`src/hw/pipePkg.sv`:
```
package pipePkg;

    ////////////////////////////////////////
    // Control field widths and bit positions
    ////////////////////////////////////////

    // Writeback field, bit 0 is regWrite
    localparam int WB_W  = 5;

    localparam int MEM_W = 3;
    localparam int MEM_BRANCH = 2;

    // Execute field holds regDst, aluMode and aluSrc
    localparam int EXE_W = 4;
    localparam int EXE_REGDST = 3;
    localparam int EXE_MODE_LSB = 1;
    localparam int EXE_ALUSRC = 0;

    localparam int REG_W = 5;

    // Shamt position inside the extended immediate
    localparam int SHAMT_W = 5;
    localparam int SHAMT_LSB = 6;

    // Operand source picked by the forwarding unit
    typedef enum logic [1:0] {
        FWD_NONE = 2'b00,
        FWD_WB   = 2'b01,
        FWD_MEM  = 2'b10
    } fwdSelE;

endpackage

```
`src/hw/operandSelect.sv`:
```
`timescale 1ns/1ps

module operandSelect
    import pipePkg::*;
#(
    parameter int dataWidth = 32
)
(
    input  logic [dataWidth-1:0] regA,
    input  logic [dataWidth-1:0] regB,
    input  logic [dataWidth-1:0] immExt,
    input  logic [dataWidth-1:0] memAluResult,
    input  logic [dataWidth-1:0] wbData,
    input  fwdSelE               fwdSelA,
    input  fwdSelE               fwdSelB,
    input  logic                 shiftImm,
    input  logic                 aluSrc,
    output logic [dataWidth-1:0] aluA,
    output logic [dataWidth-1:0] aluB
);

    logic [dataWidth-1:0] fwdA;
    logic [dataWidth-1:0] fwdB;
    logic [dataWidth-1:0] shamtExt;

    ////////////////////////////////////////
    // Forwarding muxes
    ////////////////////////////////////////
    always_comb
    begin
        case (fwdSelA)
            FWD_MEM: fwdA = memAluResult;
            FWD_WB:  fwdA = wbData;
            default: fwdA = regA;
        endcase
        case (fwdSelB)
            FWD_MEM: fwdB = memAluResult;
            FWD_WB:  fwdB = wbData;
            default: fwdB = regB;
        endcase
    end

    // Shamt field, zero extended
    assign shamtExt = {{(dataWidth-SHAMT_W){1'b0}}, immExt[SHAMT_LSB +: SHAMT_W]};

    assign aluA = shiftImm ? shamtExt : fwdA;
    assign aluB = aluSrc ? immExt : fwdB;

endmodule

```
`config.mk`:
```
export PLATFORM = sky130hd
export DESIGN_NAME = operandSelect
export DESIGN_NICKNAME = d
export VERILOG_FILES = /design/src/hw/pipePkg.sv /design/src/hw/operandSelect.sv
export SDC_FILE = /design/constraint.sdc
export NUM_CORES = 1
export LEC_CHECK = 0
export BUFFER_PORTS_ARGS = -buffer_cell sky130_fd_sc_hd__buf_2
export CAP_MARGIN = 20
export CORE_ASPECT_RATIO = 2
export CORE_UTILIZATION = 23
export DETAILED_ROUTE_END_ITERATION = 6
export PLACE_DENSITY = 0.62
export RECOVER_POWER = 50
export SYNTH_ARGS = -nofsm -noshare
export SYNTH_HDL_FRONTEND = slang
export SYNTH_SLANG_ARGS = --single-unit
```
`constraint.sdc`:
```
create_clock -name vclk -period 1.4
set_input_delay 0.21 -clock vclk [all_inputs]
set_output_delay 0.21 -clock vclk [all_outputs]
set_load 0.02 [all_outputs]
```
==> impl_metrics.tcl <==
set metrics [dict create \
    grt_overflow_total 0 \
    synthCells 276 \
    power_density_nw_per_um2 500 \
    avgSynthCellArea_um2 7.94 \
    fin_tns_setup_ps -9710 \
    synth_xor_xnor_area_share 0 \
    holdPathStages 4 \
    syn_nets 446 \
    die_w_um 71.0 \
    worst_hold_path_type "input pin to primary output" \
    fin_cells 647 \
    pre_cts_ws_ps -376 \
    synth_top_area_frac 0.212 \
    cts_hold_repair.buffers 0 \
    wirelength_um 14000 \
    avgRoutedWirePerCell_um 21.6 \
    worst_setup_path_start_kind "input pin" \
    antenna_left 0 \
    synth.distinct_cells 18 \
    slew_headroom 0.773 \
    fin_ws_ps -217 \
    finalHoldViolations 0 \
    clkbuf_count 0 \
    nets 713 \
    cp.arrival_ps 1410 \
    drv_slew 0 \
    seq_area_um2 0 \
    first_global_vias 3791 \
    rsz0062_at_grt "true" \
    antenna_found_initial 2 \
    endpoint_kind "primary output" \
    drive_gt1_frac 0.904 \
    synth_top_family_by_area "compound AO/OA/AOI/OAI gates" \
    die_h_um 140 \
    max_freq_mhz 618 \
    route.detailed.drc 12 \
    cp_max_fo 16 \
    status "finished, violations left" \
    worstMarginPinSlew_ps 341 \
    leakage_nw 2.64 \
    max-cap-violations 0 \
    drtIter0Drc 126 \
    core_area_um2 9320 \
    synthAdderAreaFrac 0.0228 \
    finalSetupViolCount 64 \
    ios 230 \
    grt_max_degree 26 \
    grtUsageTotal 0.250 \
    synth_largest_area_cell "a221oi_2" \
    numPortBuffers 230 \
    critPathKind "input pin to primary output" \
    violations "design-rule violations, negative setup slack" \
    vias_per_cell 5.56 \
    gp_congestion 0.885 \
    area_growth_pct 186 \
    muxShareOfSynthArea 0 \
    required_ps 1190 \
    min_period_over_period 1.16 \
    seq_cell_count 0 \
    synth-compound-area-share 0.543 \
    fin_crit_ps 1620 \
    initial_core_util 0.235 \
    syn_area_um2 2190 \
    num_rows 50 \
    drt_pass1_iterations 6 \
    dp_cells 604 \
    synth_area_leaders "a221oi_2 (21%), nor2b_1 (18%), o31ai_2 (17%), a221oi_1 (13%), nand2_1 (6.3%)" \
    dp_hpwl_um 9000 \
    ys_seq_area_frac 0 \
    die_area_um2 9940 \
    routed-via-count 3596 \
    grt_pass1_wl_um 19700 \
    yosys.area_share.simple 0.309 \
    yosys_warnings 0 \
    final_util 0.671 \
    p_total_mw 3.13 \
    max-vdd-ir-drop_mv 0.275 \
]
## worst max-delay path, cell delays in order
cell and delay (ps):
buf_8 80, inv_1 40, ha_2 190, buf_12 160
buf_4 140, a221oi_4 300, o31ai_4 110, buf_6 140
## repair_timing
item	in CTS	in global routing
gates resized for setup	212	81
endpoints found under the setup margin	64	64
gates cloned	12	3
buffers inserted	16	17
pin swaps	23	21
## through the flow
| step | cell area [um2] | hold slack, ps |
|---|---|---|
| 6_report | 6260 | 740 |
| 5_1_grt | 6260 | 751 |
| 4_1_cts | 5780 | 742 |
| 3_5_place_dp | 4300 | 769 |
| 3_3_place_gp | 4300 | 763 |
| 2_1_floorplan | 2870 | 571 |
## power breakdown
part / total, mW / internal (mW) / switching, mW
combinational: 3.13 / 1.62 / 1.51
clock: 0.000000191 / 0.000000191 / 0
sequential: 0 / 0 / 0
## cell usage in the layout (no fill, tap or decap), drive strengths merged
| cell type | count |
|---|---|
| a211oi | 2 |
| a221oi | 64 |
| buf | 298 |
| bufbuf | 1 |
| clkbuf | 3 |
| diode | 2 |
| ha | 4 |
| inv | 6 |
| nand2 | 37 |
| nor2b | 62 |
| nor3 | 27 |
| nor3b | 2 |
| o31ai | 35 |
## layer usage
layer,vias up,wire length [um],track usage
li1,1634,-,-
met1,1729,4470,0.244
met2,181,8140,0.510
met3,52,664,0.0309
met4,0,696,0.0958
met5,-,0,0
## logic make-up (layout without fill, tap and decap cells)
kind of cell	after synthesis	in the layout
AO/OA/AOI/OAI	101	101
adder cells (fa/ha/maj)	4	4
buffers and inverters	43	308
other	0	2
AND/OR/NAND/NOR	128	128
## cell usage after synthesis (all sizes together)
| library cell | instances |
|---|---|
| a221oi | 64 |
| a211oi | 2 |
| nor3 | 27 |
| nand2 | 37 |
| ha | 4 |
| o31ai | 35 |
| nor2b | 62 |
| clkbuf | 7 |
| buf | 30 |
| inv | 6 |
| nor3b | 2 |
## worst paths after layout
check	slack, ps	start	end
max	-220	fwdSelB[1]	aluB[11]
min	740	immExt[22]	aluB[22]
## area by class of cell
class	instances	area, um2
timing repair buffer	302	2620
inverter	6	27.5
tap	104	130
multi-input combinational	233	3480
antenna	2	5.00
fill	686	3070
(Power assumes the default switching activity.)
