$ cat src/hw/pipePkg.sv
package pipePkg;

    ////////////////////////////////////////
    // Control field widths and bit positions
    ////////////////////////////////////////

    // Writeback field, bit 0 is regWrite
    localparam int WB_W  = 5;

    localparam int MEM_W = 3;
    localparam int MEM_BRANCH = 2;

    // Execute field holds regDst, aluMode and aluSrc
    localparam int EXE_W = 4;
    localparam int EXE_REGDST = 3;
    localparam int EXE_MODE_LSB = 1;
    localparam int EXE_ALUSRC = 0;

    localparam int REG_W = 5;

    // Shamt position inside the extended immediate
    localparam int SHAMT_W = 5;
    localparam int SHAMT_LSB = 6;

    // Operand source picked by the forwarding unit
    typedef enum logic [1:0] {
        FWD_NONE = 2'b00,
        FWD_WB   = 2'b01,
        FWD_MEM  = 2'b10
    } fwdSelE;

endpackage

$ cat src/hw/forwardingUnit.sv
`timescale 1ns/1ps

module forwardingUnit
    import pipePkg::*;
(
    input  logic [REG_W-1:0] rs,
    input  logic [REG_W-1:0] rt,
    input  logic [REG_W-1:0] memRd,
    input  logic [REG_W-1:0] wbRd,
    input  logic             memRegWrite,
    input  logic             wbRegWrite,
    output fwdSelE           fwdSelA,
    output fwdSelE           fwdSelB
);

    logic memHitA;
    logic memHitB;
    logic wbHitA;
    logic wbHitB;

    // Register zero is hardwired and never forwarded
    assign memHitA = memRegWrite && (rs != '0) && (rs == memRd);
    assign memHitB = memRegWrite && (rt != '0) && (rt == memRd);
    assign wbHitA  = wbRegWrite && (rs != '0) && (rs == wbRd);
    assign wbHitB  = wbRegWrite && (rt != '0) && (rt == wbRd);

    // MEM holds the younger value so it wins
    assign fwdSelA = memHitA ? FWD_MEM : (wbHitA ? FWD_WB : FWD_NONE);
    assign fwdSelB = memHitB ? FWD_MEM : (wbHitB ? FWD_WB : FWD_NONE);

    always_comb
    begin
        assert final (fwdSelA != 2'b11 && fwdSelB != 2'b11)
        else $error("forwardingUnit: unused select code A=%b B=%b", fwdSelA, fwdSelB);
    end

endmodule

$ cat config.mk
export PLATFORM = sky130hd
export DESIGN_NAME = forwardingUnit
export DESIGN_NICKNAME = d
export VERILOG_FILES = /design/src/hw/pipePkg.sv /design/src/hw/forwardingUnit.sv
export SDC_FILE = /design/constraint.sdc
export NUM_CORES = 1
export LEC_CHECK = 0
export BUFFER_PORTS_ARGS = -buffer_cell sky130_fd_sc_hd__buf_2
export CAP_MARGIN = 30
export CORE_AREA = 2 2 39 41
export DETAILED_ROUTE_END_ITERATION = 12
export DIE_AREA = 0 0 41 43
export PLACE_DENSITY = 0.53
export SLEW_MARGIN = 20
export SYNTH_ARGS = -nofsm -noshare
export SYNTH_HDL_FRONTEND = slang
export SYNTH_SLANG_ARGS = --single-unit
$ cat constraint.sdc
create_clock -name vclk -period 1.4
set_clock_uncertainty 0.2 [all_clocks]
set_input_delay 0.14 -clock vclk [all_inputs]
set_output_delay 0.14 -clock vclk [all_outputs]
set_load 0.01 [all_outputs]
==> flow_summary.yaml, run 1 <==
logic_synthesis:
  synthesis.instances: 38
  synthSimpleGateAreaFrac: 0.291
  syn-cell-area_um2: 293
  synth.yosys.seq_area_share: 0
  syn_nets: 60
  avgSynthCellArea_um2: 7.70
  yosysUniqueCellTypes: 11
  yosysWarnings: 0
  synth_top_family_by_area: "XOR/XNOR gates"
  synth_compound_area_frac: 0.0598
  muxShareOfSynthArea: 0
  synth_adder_area_share: 0
  synth_xor_area_frac: 0.598
pwr:
  power_frac_comb: 1.000
  clkPwrFrac: 0
  ir_drop_mv: 0.120
  p_sw_frac: 0.461
  p_switching_mw: 0.0737
  p_leak_nw: 0.240
  p_seq_frac: 0
  power.density_nw_per_um2: 285
  cellInternalPower_mw: 0.0863
routing:
  drc_errors: 0
  ant_nets: 0
  vias: 371
  vias_per_cell: 4.58
  drt_pass1_iterations: 3
  wire_per_inst_um: 12.8
  wirelength_um: 1030
  initialDrtViolationCount: 2
setup_path:
  required_ns: 1.06
  cp_slowest_cell: "or4_4"
  critical_path.max_fanout: 2
  critPathCaptureType: "output pin"
  crit_buf_inv: 2
  crit_family: "simple AND/OR/NAND/NOR gates"
  max_stage_delay_ns: 0.55
  path_cells: "buf_8 -> or4_4 -> nor2_4 -> and3b_1 -> buf_2"
  critPathLaunchType: "input pin"
  critPathArrivalTime_ns: 1.21
  crit_type: "in -> out"
placement:
  routabilityCongestion: 0.719
  placed_area_um2: 428
  io_buffers: 26
  dp_cells: 78
run_status:
  violations: "setup timing"
  status: "complete, but fails checks"
sta:
  period_share: 1.10
  fin_tns_setup_ns: -0.376
  slew_viol_final: 0
  setup_viol: 4
  rsz0062_at_grt: "yes"
  finalHoldViolCount: 0
  fmax_mhz: 647
  hold_ws_ns: 0.428
  relSlewSlack: 0.802
  tightest_slew_ns: 0.295
  min_period_ns: 1.55
  worst_slack_ns: -0.146
die:
  die_y_um: 43
  start_util: 0.212
  die_area_um2: 1760
  ios: 26
  die_w_um: 41
  rows: 14
  coreArea_um2: 1380
grt:
  grt_pass1_vias: 370
  grt_usage: 0.120
  grt_pass1_wl_um: 1520
  grt_max_degree: 4
  gr-total-overflow: 0
  antenna_found_initial: 0
layout:
  fin_util: 0.405
  syn2layout_area_growth_pct: 91.5
  antenna_cells: 0
  n_clock_buffer: 0
  n_sequential_cell: 0
  final_cell_area_um2: 561
  nets: 89
  register_area_um2: 0
  drive_gt1_frac: 0.615
  final-instance-count-excl-fill: 81
flow_run:
  cap_violations: 0
hold_path:
  holdCritPathClass: "in -> out"
Yosys cell counts:
cell	number	area (um^2)
nor4_1	2	12.5
buf_4	2	15.0
nand4_1	2	12.5
and3b_1	2	17.5
xnor2_1	12	105
nor2_1	2	7.51
and2_1	2	12.5
or4_1	2	15.0
nand2_1	2	7.51
a2111oi_0	2	17.5
xor2_1	8	70.1
per-layer routing:
layer / track usage / wire length [um] / vias up
li1: - / - / 185
met1: 0.142 / 369 / 169
met2: 0.231 / 577 / 17
met3: 0.00524 / 87 / 0
met4: 0 / 0 / 0
met5: 0 / 0 / -
cell type report:
| type | instances | area [um^2] |
|---|---|---|
| Timing Repair Buffer | 29 | 193 |
| Fill cell | 153 | 823 |
| Multi-Input combinational cell | 36 | 348 |
| Tap cell | 16 | 20.0 |
what timing repair did:
item                                    CTS  global route
hold buffers                              0             0
gates resized for setup                  19             5
pin swaps                                 9             5
setup buffers                             3             0
endpoints found under the setup margin    4             4
power by group through the flow:
stage	registers, mW	logic [mW]	clock network, mW
floorplan	0	0.0584	0
CTS	0	0.150	0
global route	0	0.172	0
detailed placement	0	0.117	0
finish	0	0.160	0
global placement	0	0.117	0
final timing paths:
check,start,endpoint,cells after the start
setup / recovery,rs[3],fwdSelA[1],5
hold / removal,wbRegWrite,fwdSelA[0],4
kinds of logic after synthesis:
family	Yosys count
xor gates and xnor gates	20
and+or+nand+nor	14
AOI/OAI and AO/OA	2
buffers and inverters	2
tightest hold or removal path, delay by kind of cell:
family / cells / cell delay (ns)
simple gates: 1 / 0.07
compound gates: 1 / 0.04
buf+inv: 2 / 0.24
per-stage QoR:
step | setup WS, ns | power [mW]
2_1_floorplan | 0.00948 | 0.0584
3_3_place_gp | -0.152 | 0.117
3_5_place_dp | -0.159 | 0.117
4_1_cts | -0.145 | 0.150
5_1_grt | -0.205 | 0.172
6_report | -0.146 | 0.160
cell usage in the layout, fill, tap and decap left out:
cell type / n
a2111oi_2: 2
and2_1: 2
and3b_1: 2
buf_2: 22
buf_4: 1
buf_6: 4
buf_8: 2
nand2_1: 2
nand4_1: 2
nor2_4: 2
nor4_2: 2
or4_4: 2
xnor2_1: 11
xnor2_2: 1
xor2_1: 6
xor2_2: 2
No activity file was read; power rests on OpenSTA's default activity.
==> inputs of run 2 (changes only) <==
--- a/config.mk
+++ b/config.mk
@@ -5,12 +5,12 @@
 export SDC_FILE = /design/constraint.sdc
 export NUM_CORES = 1
 export LEC_CHECK = 0
-export BUFFER_PORTS_ARGS = -buffer_cell sky130_fd_sc_hd__buf_2
 export CAP_MARGIN = 30
 export CORE_AREA = 2 2 39 41
 export DETAILED_ROUTE_END_ITERATION = 12
 export DIE_AREA = 0 0 41 43
-export PLACE_DENSITY = 0.53
+export DONT_BUFFER_PORTS = 1
+export PLACE_DENSITY = 0.35
 export SLEW_MARGIN = 20
 export SYNTH_ARGS = -nofsm -noshare
 export SYNTH_HDL_FRONTEND = slang
==> run 2 against run 1 <==
  * The flow now finishes without violations
  * Sequential share of layout area did not move
  * Worst setup slack gained 0.20 ns
  * Global-route usage shrank 2.4 points
  * Cell area down 43%
  * Worst hold slack got worse by 0.12 ns
  * Utilization down 17 points
  * Critical path depth down 2
  * Die area did not move
  * Critical path type unchanged
==> flow_summary.yaml, run 2 (same netlist as run 1, synthesis figures left out) <==
pwr:
  p_leak_nw: 0.102
  power.density_nw_per_um2: 209
  total_power_mw: 0.0672
  ir_drop_mv: 0.0528
setup_path:
  path_cells: "or4_1 -> nor2_1 -> and3b_1"
  crit_family: "simple AND/OR/NAND/NOR gates"
  required_ns: 1.06
  crit_type: "in -> out"
  crit_buf_inv: 0
  max_stage_delay_ns: 0.51
  critPathArrivalTime_ns: 1.00
  critPathCaptureType: "output pin"
  cp_slowest_cell: "or4_1"
  critical_path.max_fanout: 3
  critPathLaunchType: "input pin"
layout:
  mostFrequentLayoutCell: "xnor2_1"
  layout_common_cells: "xnor2_1, xor2_1"
  drive_gt1_frac: 0.105
  nets: 62
  nFillCells: 161
  antenna_cells: 0
  final-instance-count-excl-fill: 54
  n_clock_buffer: 0
  fin_util: 0.232
  n_sequential_cell: 0
  syn2layout_area_growth_pct: 9.83
  register_area_um2: 0
sta:
  fmax_mhz: 744
  rsz0062_at_grt: "no"
  relSlewSlack: 0.755
  finalHoldViolCount: 0
  setup_viol: 0
  min_period_ns: 1.34
  hold_ws_ns: 0.304
  period_share: 0.960
  fin_tns_setup_ns: 0
  slew_viol_final: 0
  tightest_slew_ns: 0.364
hold_path:
  holdCritPathClass: "in -> out"
grt:
  antenna_found_initial: 0
  grt_usage: 0.0959
  gr-total-overflow: 0
  grt_pass1_vias: 308
  grt_pass1_wl_um: 1260
  grt_max_degree: 4
routing:
  wirelength_um: 814
  vias: 265
  vias_per_cell: 4.91
  ant_nets: 0
  drc_errors: 0
  drt_pass1_iterations: 1
  initialDrtViolationCount: 0
  wire_per_inst_um: 15.1
die:
  die_y_um: 43
  coreArea_um2: 1380
  rows: 14
  die_w_um: 41
  die_area_um2: 1760
  ios: 26
  start_util: 0.212
flow_run:
  cap_violations: 0
run_status:
  status: "finished clean"
placement:
  hpwl_um: 774
  routabilityCongestion: 0.784
  io_buffers: 0
  dp_cells: 54
[run 2: cell types whose count changed in the layout (fill, tap and decap cells not counted), sizes merged]
cell	before	now
buf	29	2
[run 2: metal layers]
metal,part of all wire,GRT usage,vias to the layer above
met1,0.33,0.101,120
met3,0.13,0.0366,0
met4,0,0.0133,0
li1,-,-,132
met2,0.54,0.172,13
met5,0,0,-
[run 2: worst min-delay path: stages]
cell and delay, ns:
nand2_1 0.04, a2111oi_1 0.05, buf_4 0.14
[run 2: where the power goes]
| part | leakage, nW | internal (mW) | switching (mW) |
|---|---|---|---|
| combinational | 0.102 | 0.0431 | 0.0241 |
| clock | 0 | 0 | 0 |
| sequential | 0 | 0 | 0 |
| total | 0.102 | 0.0431 | 0.0241 |
[run 2: what timing repair did]
item,in CTS,in global routing
hold buffers,0,0
resized for setup,0,4
endpoints found under the setup margin,0,3
buffers inserted,0,0
hold endpoints to repair,0,0
[run 2: layout make-up]
type	instances	area [um^2]	area share
repair buffers	2	15.0	0.0467
multi-input cells	36	287	0.891
well taps	16	20.0	0.0623
[run 2: path summary, 6_finish.rpt]
path | slack, ns | start | cells past startpoint | endpoint
setup / recovery | 0.06 | rt[1] | 3 | fwdSelB[1]
hold / removal | 0.30 | wbRegWrite | 3 | fwdSelB[0]
[run 2: stage by stage]
stage / setup WS (ns) / instance area [um^2]
after floorplan: 0.00948 / 293
after global placement: 0.0486 / 313
after detailed placement: 0.0298 / 313
after CTS: 0.0349 / 313
after global routing: 0.0148 / 322
final: 0.0562 / 322
==> inputs of run 3 (changes only) <==
--- a/config.mk
+++ b/config.mk
@@ -10,8 +10,8 @@
 export DETAILED_ROUTE_END_ITERATION = 12
 export DIE_AREA = 0 0 41 43
 export DONT_BUFFER_PORTS = 1
-export PLACE_DENSITY = 0.35
-export SLEW_MARGIN = 20
+export PLACE_DENSITY = 0.48
+export SLEW_MARGIN = 5
 export SYNTH_ARGS = -nofsm -noshare
 export SYNTH_HDL_FRONTEND = slang
 export SYNTH_SLANG_ARGS = --single-unit
==> run 3 against run 2 <==
  * First-iteration DRC count is 1 higher
  * Worst setup slack worse by 0.0018 ns
  * Critical endpoint is now fwdSelB[0]
  * Wire length decreased by 2.2%
  * Largest power group unchanged
  * Via count fell by 0.38%
==> flow_summary.yaml, run 3 (same netlist as run 1, synthesis figures left out) <==
layout:
  nets: 62
  n_sequential_cell: 0
  register_area_um2: 0
  layout_common_cells: "xnor2_1, xor2_1"
  multiInputGateArea_um2: 282
  fin_util: 0.229
  drive_gt1_frac: 0.0789
  nFillCells: 157
  mostFrequentLayoutCell: "xnor2_1"
  n_clock_buffer: 0
  syn2layout_area_growth_pct: 8.12
  antenna_cells: 0
hold_path:
  min_from: "wbRegWrite"
  min_path_cells: 3
  holdCritPathClass: "in -> out"
  hold_end: "fwdSelA[0]"
sta:
  relSlewSlack: 0.758
  setup_viol: 0
  min_period_ns: 1.35
  rsz0062_at_grt: "no"
  period_share: 0.961
  finalHoldViolCount: 0
  fin_tns_setup_ns: 0
  fmax_mhz: 743
  slew_viol_final: 0
  tightest_slew_ns: 0.354
pwr:
  ir_drop_mv: 0.0486
  p_leak_nw: 0.101
  power.density_nw_per_um2: 209
die:
  coreArea_um2: 1380
  die_w_um: 41
  die_y_um: 43
  ios: 26
  start_util: 0.212
  die_area_um2: 1760
  rows: 14
routing:
  vias_per_cell: 4.89
  vias: 264
  drt_pass1_iterations: 2
  wire_per_inst_um: 14.7
  ant_nets: 0
  initialDrtViolationCount: 1
  wirelength_um: 796
  drc_errors: 0
grt:
  gr-total-overflow: 0
  antenna_found_initial: 0
  grt_max_degree: 4
  grt_pass1_wl_um: 1210
  grt_pass1_vias: 295
  grt_usage: 0.0939
placement:
  io_buffers: 0
  hpwl_um: 764
  routabilityCongestion: 0.819
setup_path:
  max_stage_delay_ns: 0.50
  cp_slowest_cell: "or4_1"
  required_ns: 1.06
  critical_path.max_fanout: 3
  crit_buf_inv: 1
  path_cells: "or4_1 -> nor2_1 -> a2111oi_0 -> buf_4"
  critPathArrivalTime_ns: 1.01
  crit_type: "in -> out"
  crit_family: "simple AND/OR/NAND/NOR gates"
  critPathLaunchType: "input pin"
  critPathCaptureType: "output pin"
clock_tree:
  post_cts_buffers: 0
  cts-hold-fix-buffers: 0
run_status:
  status: "finished clean"
flow_run:
  cap_violations: 0
==> run 3: cell counts in the layout (fill, tap and decap cells not counted) <==
Identical to the previous run, type by type.
==> run 3: repair_timing <==
action                                  in CTS  in global routing
hold endpoints to repair                     0                  0
endpoints found under the setup margin       0                  1
gates resized for setup                      0                  2
==> run 3: how the worst max path moves through the flow <==
stage	startpoint	to	slack [ns]	cells after the start
after floorplan	rs[2]	fwdSelA[0]	0.009	3
after global placement	rt[1]	fwdSelB[0]	0.06	4
after detailed placement	rs[1]	fwdSelA[0]	0.04	4
after CTS	memRd[3]	fwdSelA[0]	0.02	4
after global routing	rt[1]	fwdSelB[0]	0.006	4
final	rt[1]	fwdSelB[0]	0.05	4
==> run 3: stage by stage <==
stage               total power, mW  setup WS (ns)  hold slack (ns)  instances  cell area, um^2
floorplan                    0.0584        0.00948            0.197         38              293
global placement             0.0660         0.0576            0.311         54              313
detailed placement           0.0657         0.0363            0.312         54              313
CTS                          0.0660         0.0184            0.314         54              313
global route                 0.0741        0.00623            0.323         54              317
finish                       0.0660         0.0544            0.307         54              317
==> run 3: where the power goes <==
| part | total [mW] | switching (mW) | internal (mW) |
|---|---|---|---|
| Combinational | 0.0660 | 0.0237 | 0.0423 |
| Clock | 0 | 0 | 0 |
| Sequential | 0 | 0 | 0 |
| Total | 0.0660 | 0.0237 | 0.0423 |
==> run 3: cell type report <==
type	instances	area share
Multi-Input combinational cell	36	0.889
Tap cell	16	0.0632
Timing Repair Buffer	2	0.0474
==> run 3: metal layers <==
layer  vias to the layer above  part of all wire  GRT usage  wire length [um]
met3                         0             0.090     0.0157                72
met2                         8              0.56      0.175               443
li1                        132                 -          -                 -
met1                       124              0.35      0.111               280
met4                         0                 0          0                 0
met5                         -                 0          0                 0
==> run 3: tightest hold or removal path, delay by kind of cell <==
family | cells | cell delay, ns
buffers and inverters | 1 | 0.14
and+or+nand+nor | 1 | 0.04
AOI/OAI and AO/OA | 1 | 0.05
