--- src/hw/pipePkg.sv ---
package pipePkg;

    ////////////////////////////////////////
    // Control field widths and bit positions
    ////////////////////////////////////////

    // Writeback field, bit 0 is regWrite
    localparam int WB_W  = 5;

    localparam int MEM_W = 3;
    localparam int MEM_BRANCH = 2;

    // Execute field holds regDst, aluMode and aluSrc
    localparam int EXE_W = 4;
    localparam int EXE_REGDST = 3;
    localparam int EXE_MODE_LSB = 1;
    localparam int EXE_ALUSRC = 0;

    localparam int REG_W = 5;

    // Shamt position inside the extended immediate
    localparam int SHAMT_W = 5;
    localparam int SHAMT_LSB = 6;

    // Operand source picked by the forwarding unit
    typedef enum logic [1:0] {
        FWD_NONE = 2'b00,
        FWD_WB   = 2'b01,
        FWD_MEM  = 2'b10
    } fwdSelE;

endpackage

--- src/hw/exMemRegister.sv ---
`timescale 1ns/1ps

module exMemRegister
    import pipePkg::*;
#(
    parameter int dataWidth = 32
)
(
    input  logic                 clk,
    input  logic                 rst,
    input  logic                 stall,
    input  logic [WB_W-1:0]      wbCtrl,
    input  logic [MEM_W-1:0]     memCtrl,
    input  logic                 regDst,
    input  logic [REG_W-1:0]     rt,
    input  logic [REG_W-1:0]     rd,
    input  logic [dataWidth-1:0] aluResult,
    input  logic                 aluZero,
    input  logic [dataWidth-1:0] regB,
    output logic [WB_W-1:0]      outWb,
    output logic [MEM_W-1:0]     outMem,
    output logic [dataWidth-1:0] outAluResult,
    output logic                 outAluZero,
    output logic [dataWidth-1:0] outRegB,
    output logic [REG_W-1:0]     outDestReg
);

    logic [REG_W-1:0] destReg;

    // R-type writes rd, loads and immediates write rt
    assign destReg = regDst ? rd : rt;

    ////////////////////////////////////////
    // EX/MEM boundary
    ////////////////////////////////////////
    always_ff @(posedge clk)
    begin
        if (rst)
        begin
            outWb        <= '0;
            outMem       <= '0;
            outAluResult <= '0;
            outAluZero   <= 1'b0;
            outRegB      <= '0;
            outDestReg   <= '0;
        end
        else if (!stall)
        begin
            outWb        <= wbCtrl;
            outMem       <= memCtrl;
            outAluResult <= aluResult;
            outAluZero   <= aluZero;
            outRegB      <= regB;
            outDestReg   <= destReg;
        end
    end

    // Debug stall freezes the whole boundary
    assert property (@(posedge clk) disable iff (rst)
        stall |=> $stable({outWb, outMem, outAluResult, outAluZero, outRegB, outDestReg}))
    else $error("exMemRegister: outputs changed after a stall cycle");

endmodule

--- config.mk ---
export PLATFORM = sky130hd
export DESIGN_NAME = exMemRegister
export DESIGN_NICKNAME = d
export VERILOG_FILES = /design/src/hw/pipePkg.sv /design/src/hw/exMemRegister.sv
export SDC_FILE = /design/constraint.sdc
export NUM_CORES = 1
export LEC_CHECK = 0
export ABC_AREA = 1
export BUFFER_PORTS_ARGS = -buffer_cell sky130_fd_sc_hd__buf_2
export CAP_MARGIN = 20
export CORE_MARGIN = 2
export CORE_UTILIZATION = 43
export DETAILED_ROUTE_END_ITERATION = 8
export PLACE_DENSITY = 0.81
export SLEW_MARGIN = 20
export SYNTH_ARGS = -nofsm -noshare
export SYNTH_HDL_FRONTEND = slang
export SYNTH_SLANG_ARGS = --single-unit
--- constraint.sdc ---
create_clock -name clk -period 1.12 [get_ports clk]
set_clock_uncertainty 0.15 [all_clocks]
set_input_delay 0.112 -clock clk [delete_from_list [all_inputs] [get_ports clk]]
set_output_delay 0.112 -clock clk [all_outputs]
set_load 0.005 [all_outputs]
==> results of run 1 <==
==> tightest hold or removal path: cells and delay by family <==
kind,cells,cell delay [ps]
compound gates,1,70
buf+inv,3,280
simple gates,1,40
==> flip-flops by register name, indices dropped and copies added (netlist names) <==
register,flops
outWb,5
outRegB,32
outAluZero,1
outMem,3
outDestReg,5
outAluResult,32
==> placed cells by master, fill, tap and decap left out <==
master,Yosys,routed
dfxtp_2,0,7
bufinv_16,0,4
buf_2,3,164
clkinv_2,0,1
inv_4,1,1
dfxtp_1,78,71
buf_12,3,5
nor2_1,141,141
clkbuf_8,0,10
nor2_2,20,20
clkinvlp_4,0,1
buf_4,0,3
inv_2,1,1
dlygate4sd3_1,0,83
o21ai_1,3,3
o21ai_0,75,75
inv_1,5,5
nand2_1,10,10
==> per-layer routing <==
| metal | GRT usage [%] | up-vias |
|---|---|---|
| met2 | 48.4 | 155 |
| met3 | 6.54 | 41 |
| li1 | - | 1608 |
| met1 | 25.1 | 1513 |
| met5 | 0 | - |
| met4 | 14.1 | 0 |
==> power breakdown <==
part	total, mW	internal, mW	switching, mW	leakage, nW
clock network	2.75	1.76	0.988	0.132
registers	3.08	2.97	0.107	0.651
logic	1.08	0.591	0.485	1.62
total	6.91	5.33	1.58	2.41
==> synth_stat cells <==
cell type / instances
o21ai_0: 75
dfxtp_1: 78
nor2_1: 141
nand2_1: 10
buf_2: 3
inv_1: 5
buf_6: 6
clkbuf_2: 7
buf_12: 3
clkbuf_1: 7
inv_4: 1
o21ai_1: 3
nor2_2: 20
inv_2: 1
==> cells by family after synthesis <==
logic type	Yosys count	share of synthesized area (%)
compound gates	78	13.6
buf+inv	33	8.09
flops	78	54.3
simple gates	171	24.1
==> timing repair <==
action | CTS | global route
hold endpoints to repair | 78 | 0
resized for setup | 0 | 7
endpoints found under the setup margin | 0 | 7
buffers inserted | 0 | 0
hold buffers | 83 | 0
==> final timing paths <==
kind	endpoint	slack [ps]	start	cells past startpoint
worst max-delay path	outRegB[9]	40	outRegB[9]	1
worst max register to register	outDestReg[0]	320	outDestReg[0]	2
worst min-delay path	outAluResult[16]	70	rst	5
worst min register to register	outWb[2]	330	outWb[2]	2
==> final cells by class <==
type	instances	area (um^2)
Tap cell	77	96.3
Clock inverter	6	133
Sequential cell	78	1570
Fill cell	459	1600
Multi-Input combinational cell	249	1080
Inverter	7	28.8
Clock buffer	10	138
Timing Repair Buffer	255	1770
==> summary.md, run 1 <==
| Metric | Value |
|---|---|
| Layout Cell Area excl Fill | roughly 0.0048 mm^2 |
| WL met1 | 3490 um |
| Io pins | ~170 |
| DP HPWL | around 5000 um |
| Clk Latency, worst-skew pair | 330 ps |
| Synthesized area | 0.00288 mm^2 |
| PD cells | 1430 mW/mm^2 |
| WL met3 | 688 um |
| Fin cells | 682 |
| Worst Hold Class | in2reg |
| WP data arrival | 820 ps |
| Remaining DRCs | 12 |
| WP data required | 860 ps |
| Crit path capture type | output port |
| H-tree Lvls | 3 |
| Critical path cell sequence | buf_2 |
| Slowest Stage Delay on Critical Path | about 360 ps |
| Post-synthesis sequential area ratio | 54.3% |
| Critical path class | reg2out |
| First-pass GRT wire length | between 10,000 and 15,000 um |
| Clk root buf | clkbuf_8 |
| Status | finished with violations |
| Placer Congestion | 0.757 |
| Nets | 687 |
| Fin Setup TNS | 0 ps |
| Failing checks | design-rule violations |
| Routed Wire Length | 9530 um |
| DR pass1 iterations | 7 |
| Setup Viol. Count Final | 0 |
| Pleak | 2.41 nW |
| Seq cells post-synth | between 70 and 80 |
| Total track usage | 25.6% |
| Tmin final | between 1000 and 1500 ps |
| DR WL/cell | between 10 and 15 um |
| Clock slew at reported path FFs | approximately 90 ps |
| Initial antenna violation count | 0 |
| Num CTS Buffers | 9 |
| # port buffers | 164 |
| Largest net degree at the start of global routing | 74 |
| Final ANT Viol Nets | 0 |
| Share of cells above drive strength 1 | 35.9% |
| Syn Nets | 447 |
| CTS tree | yes |
| Row Count | 29 |
| Antenna Diode Count | 0 |
| Final WS setup | 41.6 ps |
| Hold Fails Final Rpt | 0 |
| Worst vdd ir | 0.997 mV |
| Crit path max fanout | 2 |
| Vias after detailed routing | around 3,300 |
| Hold slack | 68.5 ps |
| Vias in the first global route | 3,307 |
| Worst slew margin relative to its limit | 81.3% |
| Slew Limit Fails | 0 |
| Top Layer Used | met4 |
| Full die area | 0.00736 mm^2 |
| Critical-path top delay cell | dfxtp_1 |
| Grt ovf | 0 |
| Routed vias/inst | a little under 5 |
| Area leader, netlist | dfxtp_1 |
| Max Root-Sink Buffers | 2 |
| Slew @ Worst Pin | around 280 ps |
| Die Width | ~86 um |
| Post-Place Cells | 583 |
| Pre-CTS setup slack | 75.9 ps |
| Crit path launch type | flip-flop |
| Synth cell types | 14 |
| Crit share post-route | slightly below 100% |
| Initial Util | 44.8% |
| Yosys Warn Count | 0 |
| FMAX | between 900 and 1000 MHz |
| CP bufs+invs | 1 |
| Fin util | 75.1% |
| Yosys top cell area share | 54.3% |
| Max_cap viols | 0 |
| Initial DRC Count | approximately 170 |
| Routed wl met2 | 4940 um |
| Cells after synthesis | 360 |
| Power Total | roughly 6.9 mW |
| Worst path top cell family by delay | flip-flops |
| Chip height | 85.8 um |
| Largest cells by area after synthesis | dfxtp_1 54%, nor2_1 18%, o21ai_0 13% |
| Post-synthesis average cell area | between 7 and 8 um^2 |
| CTS Sinks | 78 |
| Placed cell areas | 0.00371 mm^2 |
| Core Area | 0.00642 mm^2 |
| Area Growth Syn to Fin | 67.6% |
Power figures use the tool's default switching activity.
==> run 2: changes to the inputs <==
--- a/config.mk
+++ b/config.mk
@@ -9,9 +9,9 @@
 export BUFFER_PORTS_ARGS = -buffer_cell sky130_fd_sc_hd__buf_2
 export CAP_MARGIN = 20
 export CORE_MARGIN = 2
-export CORE_UTILIZATION = 43
+export CORE_UTILIZATION = 35
 export DETAILED_ROUTE_END_ITERATION = 8
-export PLACE_DENSITY = 0.81
+export PLACE_DENSITY = 0.7
 export SLEW_MARGIN = 20
 export SYNTH_ARGS = -nofsm -noshare
 export SYNTH_HDL_FRONTEND = slang
==> run 2 against run 1 <==
Net effect: the flow now finishes without violations; non-clock buffer count rose by 2; via count fell by 2.7%; flip-flop and latch count did not move; global-route usage fell by 6.0 points; clock power fell by 20%; total power fell by 8.0%; first-iteration DRC count fell by 54%; die area rose by 22%; critical path depth did not move; cell area rose by 0.21%; count of clock-buffer cells in the layout rose by 1; critical path type unchanged; largest cell class unchanged; highest routed layer unchanged.
==> summary.md, run 2 (synthesized netlist as in run 1, its figures left out) <==
| Metric | Value |
|---|---|
| Full die area | 0.00896 mm^2 (+22%) |
| Io pins | 165 (unchanged) |
| Die Width | 94.7 um (+10%) |
| Worst R2R Path Depth | 2 (unchanged) |
| Area of the multi-input gates | 0.00108 mm^2 (unchanged) |
| Critical-path top delay cell | dfxtp_1 |
| # port buffers | 164 (unchanged) |
| Slew Limit Fails | 0 (unchanged) |
| Pleak | 2.39 nW (-0.71%) |
| Max_cap viols | 0 (unchanged) |
| Worst slew margin relative to its limit | 80.7% (-0.56 points) |
| FMAX | 932 MHz (+0.56%) |
| Power Total | 6.35 mW (-8.0%) |
| Slew @ Worst Pin | 289 ps (+11.3 ps) |
| Clk Latency, worst-skew pair | 330 ps (about the same) |
| Top flop regs | outAluResult (32), outRegB (32) |
| Reg2reg end | outDestReg[0] |
| CTS Sinks | 78 (unchanged) |
| First-pass GRT wire length | 13,700 um (-7.6%) |
| Row Count | 33 (+14%) |
| Routed vias/inst | 4.54 (-6.6%) |
| Worst Hold Class | in2reg |
| Largest net degree at the start of global routing | 74 (unchanged) |
| Tmin final | 1070 ps (-5.96 ps) |
| R2R Setup Slk | 330 ps (about the same) |
| CP bufs+invs | 1 (unchanged) |
| Initial DRC Count | 77 (-54%) |
| Register area | 0.00158 mm^2 (+0.72%) |
| Hold Crit Endpoint | outDestReg[0] |
| Routed Wire Length | 8970 um (-5.9%) |
| WP data arrival | 810 ps (about the same) |
| Grt ovf | 0 (unchanged) |
| Crit path max fanout | 2 (unchanged) |
| Share of cells above drive strength 1 | 37.0% (+1.1 points) |
| Pre-CTS setup slack | 89.0 ps (+13.1 ps) |
| Worst vdd ir | 0.779 mV (-22%) |
| Hold Path Depth | 4 (-1) |
| Worst path top cell family by delay | flip-flops |
| Commonest non-fill, non-tap cell in the layout | buf_2 |
| Chip height | 94.7 um (+10%) |
| FILL cells | 718 (+56%) |
| Final WS setup | 47.6 ps (+5.96 ps) |
| Clock slew at reported path FFs | 80 ps (about the same) |
| Antenna Diode Count | 0 (unchanged) |
| Core Area | 0.00809 mm^2 (+26%) |
| Hold Fails Final Rpt | 0 (unchanged) |
| CTS tree | yes |
| DP HPWL | 5110 um (+2.0%) |
| PD cells | 1310 mW/mm^2 (-8.2%) |
| DR WL/cell | 12.6 um (-9.8%) |
| Final ANT Viol Nets | 0 (unchanged) |
| Max Root-Sink Buffers | 2 (unchanged) |
| Critical path class | reg2out |
| Status | finished, final reports clean |
| Clk root buf | clkbuf_8 |
| DR pass1 iterations | 4 (-3) |
| Total track usage | 19.6% (-6.0 points) |
| Num CTS Buffers | 9 (unchanged) |
| Origin of the worst min-delay path | regDst |
| Initial antenna violation count | 0 (unchanged) |
| Slowest Stage Delay on Critical Path | 360 ps (about the same) |
| Most frequent cells in the layout | 164 x buf_2, 141 x nor2_1, 84 x dlygate4sd3_1, 75 x o21ai_0, 62 x dfxtp_1 |
| Setup Viol. Count Final | 0 (unchanged) |
| WP data required | 860 ps (about the same) |
| R2r startpoint | outDestReg[0] |
| Vias after detailed routing | 3,229 (-2.7%) |
| Crit share post-route | 95.8% (-0.53 points) |
| H-tree Lvls | 3 (unchanged) |
| Unrepaired setup endpoints after global routing | false |
| Crit path capture type | output port |
| Crit path launch type | flip-flop |
| Fin Setup TNS | 0 ps (unchanged) |
| Vias in the first global route | 3,125 (-5.5%) |
| Initial Util | 35.5% (-9.2 points) |
| Critical path cell sequence | buf_2 |
| Remaining DRCs | 0 (-12) |
| Nets | 689 (+0.29%) |
| Area Growth Syn to Fin | 68.0% |
| Post-CTS setup buffers | 0 (unchanged) |
| Placer Congestion | 0.705 (-6.8%) |
[run 2: cell types whose count changed in the layout (fill, tap and decap cells not counted), sizes merged]
cell	before	now
buf	172	173
dlygate4sd3	83	84
clkbuf	10	11
bufinv	4	2
[run 2: stage by stage]
step | hold slack (ps) | utilization (%) | instances | cell area (um^2)
after global placement | 188 | 46.6 | 612 | 3770
after floorplan | 97.0 | - | 360 | 2880
final | 76.0 | 59.7 | 711 | 4830
after CTS | 56.1 | 59.5 | 711 | 4810
after global routing | 84.6 | 59.7 | 711 | 4830
after detailed placement | 203 | 46.6 | 612 | 3770
[run 2: cell type report]
type                       count  share of cell area, %
multi-input combinational    249                   22.4
clock buffer                  11                   2.72
clock inverter                 4                   1.50
timing repair buffer         257                   37.3
inverter                       7                  0.596
tap                          105                   2.72
sequential                    78                   32.7
[run 2: what timing repair did]
item,in CTS,in global routing
endpoints found under the setup margin,0,16
hold buffers,84,0
gates resized for setup,0,16
endpoints found under the hold margin,78,0
[run 2: layer usage]
layer,track usage (%),up-vias,wire (um)
li1,-,1620,-
met3,4.95,31,582
met5,0,-,0
met1,20.6,1447,3640
met2,34.7,131,4410
met4,12.1,0,331
[run 2: power breakdown]
group / total (mW) / leakage, nW / switching (mW) / internal, mW
clock network: 2.21 / 0.0994 / 0.968 / 1.24
registers: 3.08 / 0.653 / 0.104 / 2.98
logic: 1.06 / 1.64 / 0.464 / 0.599
total: 6.35 / 2.39 / 1.54 / 4.82
[run 2: worst max path at each step]
stage	from	endpoint	slack [ps]	depth (start not counted)
floorplan	stall	outAluResult[0]	230	6
global placement	stall	outDestReg[0]	100	6
global route	outRegB[13]	outRegB[13]	0.01	1
CTS	outRegB[4]	outRegB[4]	3	1
detailed placement	stall	outDestReg[2]	90	6
finish	outRegB[1]	outRegB[1]	50	1
==> run 3: changes to the inputs <==
--- a/config.mk
+++ b/config.mk
@@ -8,10 +8,11 @@
 export ABC_AREA = 1
 export BUFFER_PORTS_ARGS = -buffer_cell sky130_fd_sc_hd__buf_2
 export CAP_MARGIN = 20
-export CORE_MARGIN = 2
+export CORE_MARGIN = 1
 export CORE_UTILIZATION = 35
 export DETAILED_ROUTE_END_ITERATION = 8
 export PLACE_DENSITY = 0.7
+export RECOVER_POWER = 100
 export SLEW_MARGIN = 20
 export SYNTH_ARGS = -nofsm -noshare
 export SYNTH_HDL_FRONTEND = slang
==> run 3 against run 2 <==
Net effect: combinational power about the same; global-route usage increased by 1.5 points; critical path depth did not move.
==> summary.md, run 3 (synthesized netlist as in run 1, its figures left out) <==
| Metric | Value |
|---|---|
| Vias in the first global route | 3,162 (+1.2%) |
| Placer Congestion | 0.713 (+1.1%) |
| Largest net degree at the start of global routing | 46 (-38%) |
| Grt ovf | 0 (unchanged) |
| Slew @ Worst Pin | 289 ps (-0.231 ps) |
| Status | finished, final reports clean |
| Core Area | 0.00785 mm^2 (-3.0%) |
| Fin cells | 710 (-0.14%) |
| Total track usage | 21.1% (+1.5 points) |
| Max Root-Sink Buffers | 2 (unchanged) |
| WP data arrival | 820 ps (about the same) |
| Pleak | 2.31 nW (-3.2%) |
| Worst Hold Class | in2reg |
| Layout Cell Area excl Fill | 0.00479 mm^2 (-0.88%) |
| Most frequent cells in the layout | 141 x nor2_1, 135 x buf_2, 83 x dlygate4sd3_1, 78 x o21ai_0, 64 x dfxtp_1 |
| Io pins | 165 (unchanged) |
| Top flop regs | outAluResult (32), outRegB (32) |
| Antenna Diode Count | 0 (unchanged) |
| CTS tree | yes |
| Num CTS Buffers | 9 (unchanged) |
| Clk Latency, worst-skew pair | 330 ps (about the same) |
| Share of cells above drive strength 1 | 33.7% (-3.2 points) |
| Hold Fails Final Rpt | 0 (unchanged) |
| Worst vdd ir | 0.770 mV (-1.1%) |
| CP bufs+invs | 1 (unchanged) |
| Origin of the worst min-delay path | regDst |
| Final WS setup | 35.9 ps (-11.7 ps) |
| Full die area | 0.00858 mm^2 (-4.2%) |
| # port buffers | 164 (unchanged) |
| Critical path class | reg2out |
| Initial DRC Count | 112 (+45%) |
| Slowest Stage Delay on Critical Path | 360 ps (about the same) |
| Initial antenna violation count | 0 (unchanged) |
| Row Count | 32 (-3.0%) |
| Tmin final | 1080 ps (+11.7 ps) |
| Clock slew at reported path FFs | 80 ps (about the same) |
| Slew Limit Fails | 0 (unchanged) |
| DR WL/cell | 12.6 um (+0.20%) |
| PD cells | 1330 mW/mm^2 (+1.1%) |
| Worst path top cell family by delay | flip-flops |
| DR pass1 iterations | 4 (unchanged) |
| CTS Sinks | 78 (unchanged) |
| Setup crit start | outAluResult[7] |
| Routed Wire Length | 8970 um (about the same) |
| Nets | 690 (+0.15%) |
| R2r startpoint | outAluResult[7] |
| Die Width | 92.7 um (-2.1%) |
| WP data required | 860 ps (about the same) |
| DP HPWL | 5220 um (+2.2%) |
| Setup Viol. Count Final | 0 (unchanged) |
| Remaining DRCs | 0 (unchanged) |
| Clk root buf | clkbuf_8 |
| Crit path max fanout | 2 (unchanged) |
| Routed vias/inst | 4.56 (+0.36%) |
| Fin Setup TNS | 0 ps (unchanged) |
| Max_cap viols | 0 (unchanged) |
| Placed cell areas | 0.00375 mm^2 (-0.37%) |
| Critical-path top delay cell | dfxtp_1 |
| Vias after detailed routing | 3,236 (+0.22%) |
| Pre-CTS setup slack | 25.9 ps (-63.1 ps) |
| FMAX | 922 MHz (-1.1%) |
| Crit share post-route | 96.8% (+1.0 points) |
| H-tree Lvls | 3 (unchanged) |
| Power Total | 6.37 mW (+0.21%) |
| Final ANT Viol Nets | 0 (unchanged) |
| Worst slew margin relative to its limit | 80.7% (about the same) |
| Unrepaired setup endpoints after global routing | false |
| Commonest non-fill, non-tap cell in the layout | nor2_1 |
| Post-Place Cells | 611 (-0.16%) |
| Crit path launch type | flip-flop |
| Critical path cell sequence | buf_2 |
| Crit path capture type | output port |
| Chip height | 92.7 um (-2.1%) |
| Initial Util | 36.7% (+1.1 points) |
| First-pass GRT wire length | 14,300 um (+4.4%) |
| Area Growth Syn to Fin | 66.5% |
run 3: per-stage QoR:
stage / util, % / hold WS (ps)
floorplan: - / 97.0
global placement: 47.8 / 186
detailed placement: 47.8 / 197
CTS: 61.1 / 41.1
global route: 61.0 / 74.9
finish: 61.0 / 68.6
run 3: area by class of cell:
type	count	area, um^2
Fill cell	695	3060
Tap cell	102	128
Clock buffer	10	128
Sequential cell	78	1580
Clock inverter	6	86.3
Inverter	7	28.8
Timing Repair Buffer	258	1760
Multi-Input combinational cell	249	1080
run 3: timing repair:
| item | CTS | global route |
|---|---|---|
| setup endpoints to repair | 0 | 14 |
| resized for setup | 0 | 14 |
| hold buffers | 83 | 0 |
| hold endpoints to repair | 78 | 0 |
| setup buffers | 0 | 0 |
run 3: where the power goes:
part	total, mW	switching, mW	internal [mW]
Combinational	1.04	0.467	0.578
Clock	2.24	0.989	1.25
Sequential	3.08	0.107	2.97
run 3: metal layers:
metal / routed length, um / track usage, % / vias up / share of wire (%)
met2: 4480 / 39.0 / 122 / 50
met5: 0 / 0 / - / 0
met1: 3740 / 22.4 / 1473 / 42
li1: - / - / 1620 / -
met3: 534 / 6.32 / 21 / 6.0
met4: 222 / 7.69 / 0 / 2.5
run 3: path summary, 6_finish.rpt:
kind | slack, ps | depth (start not counted) | end
worst max register to register | 320 | 2 | outAluResult[7]
worst min register to register | 340 | 2 | outRegB[6]
worst max-delay path | 40 | 1 | outAluResult[7]
worst min-delay path | 70 | 4 | outDestReg[4]
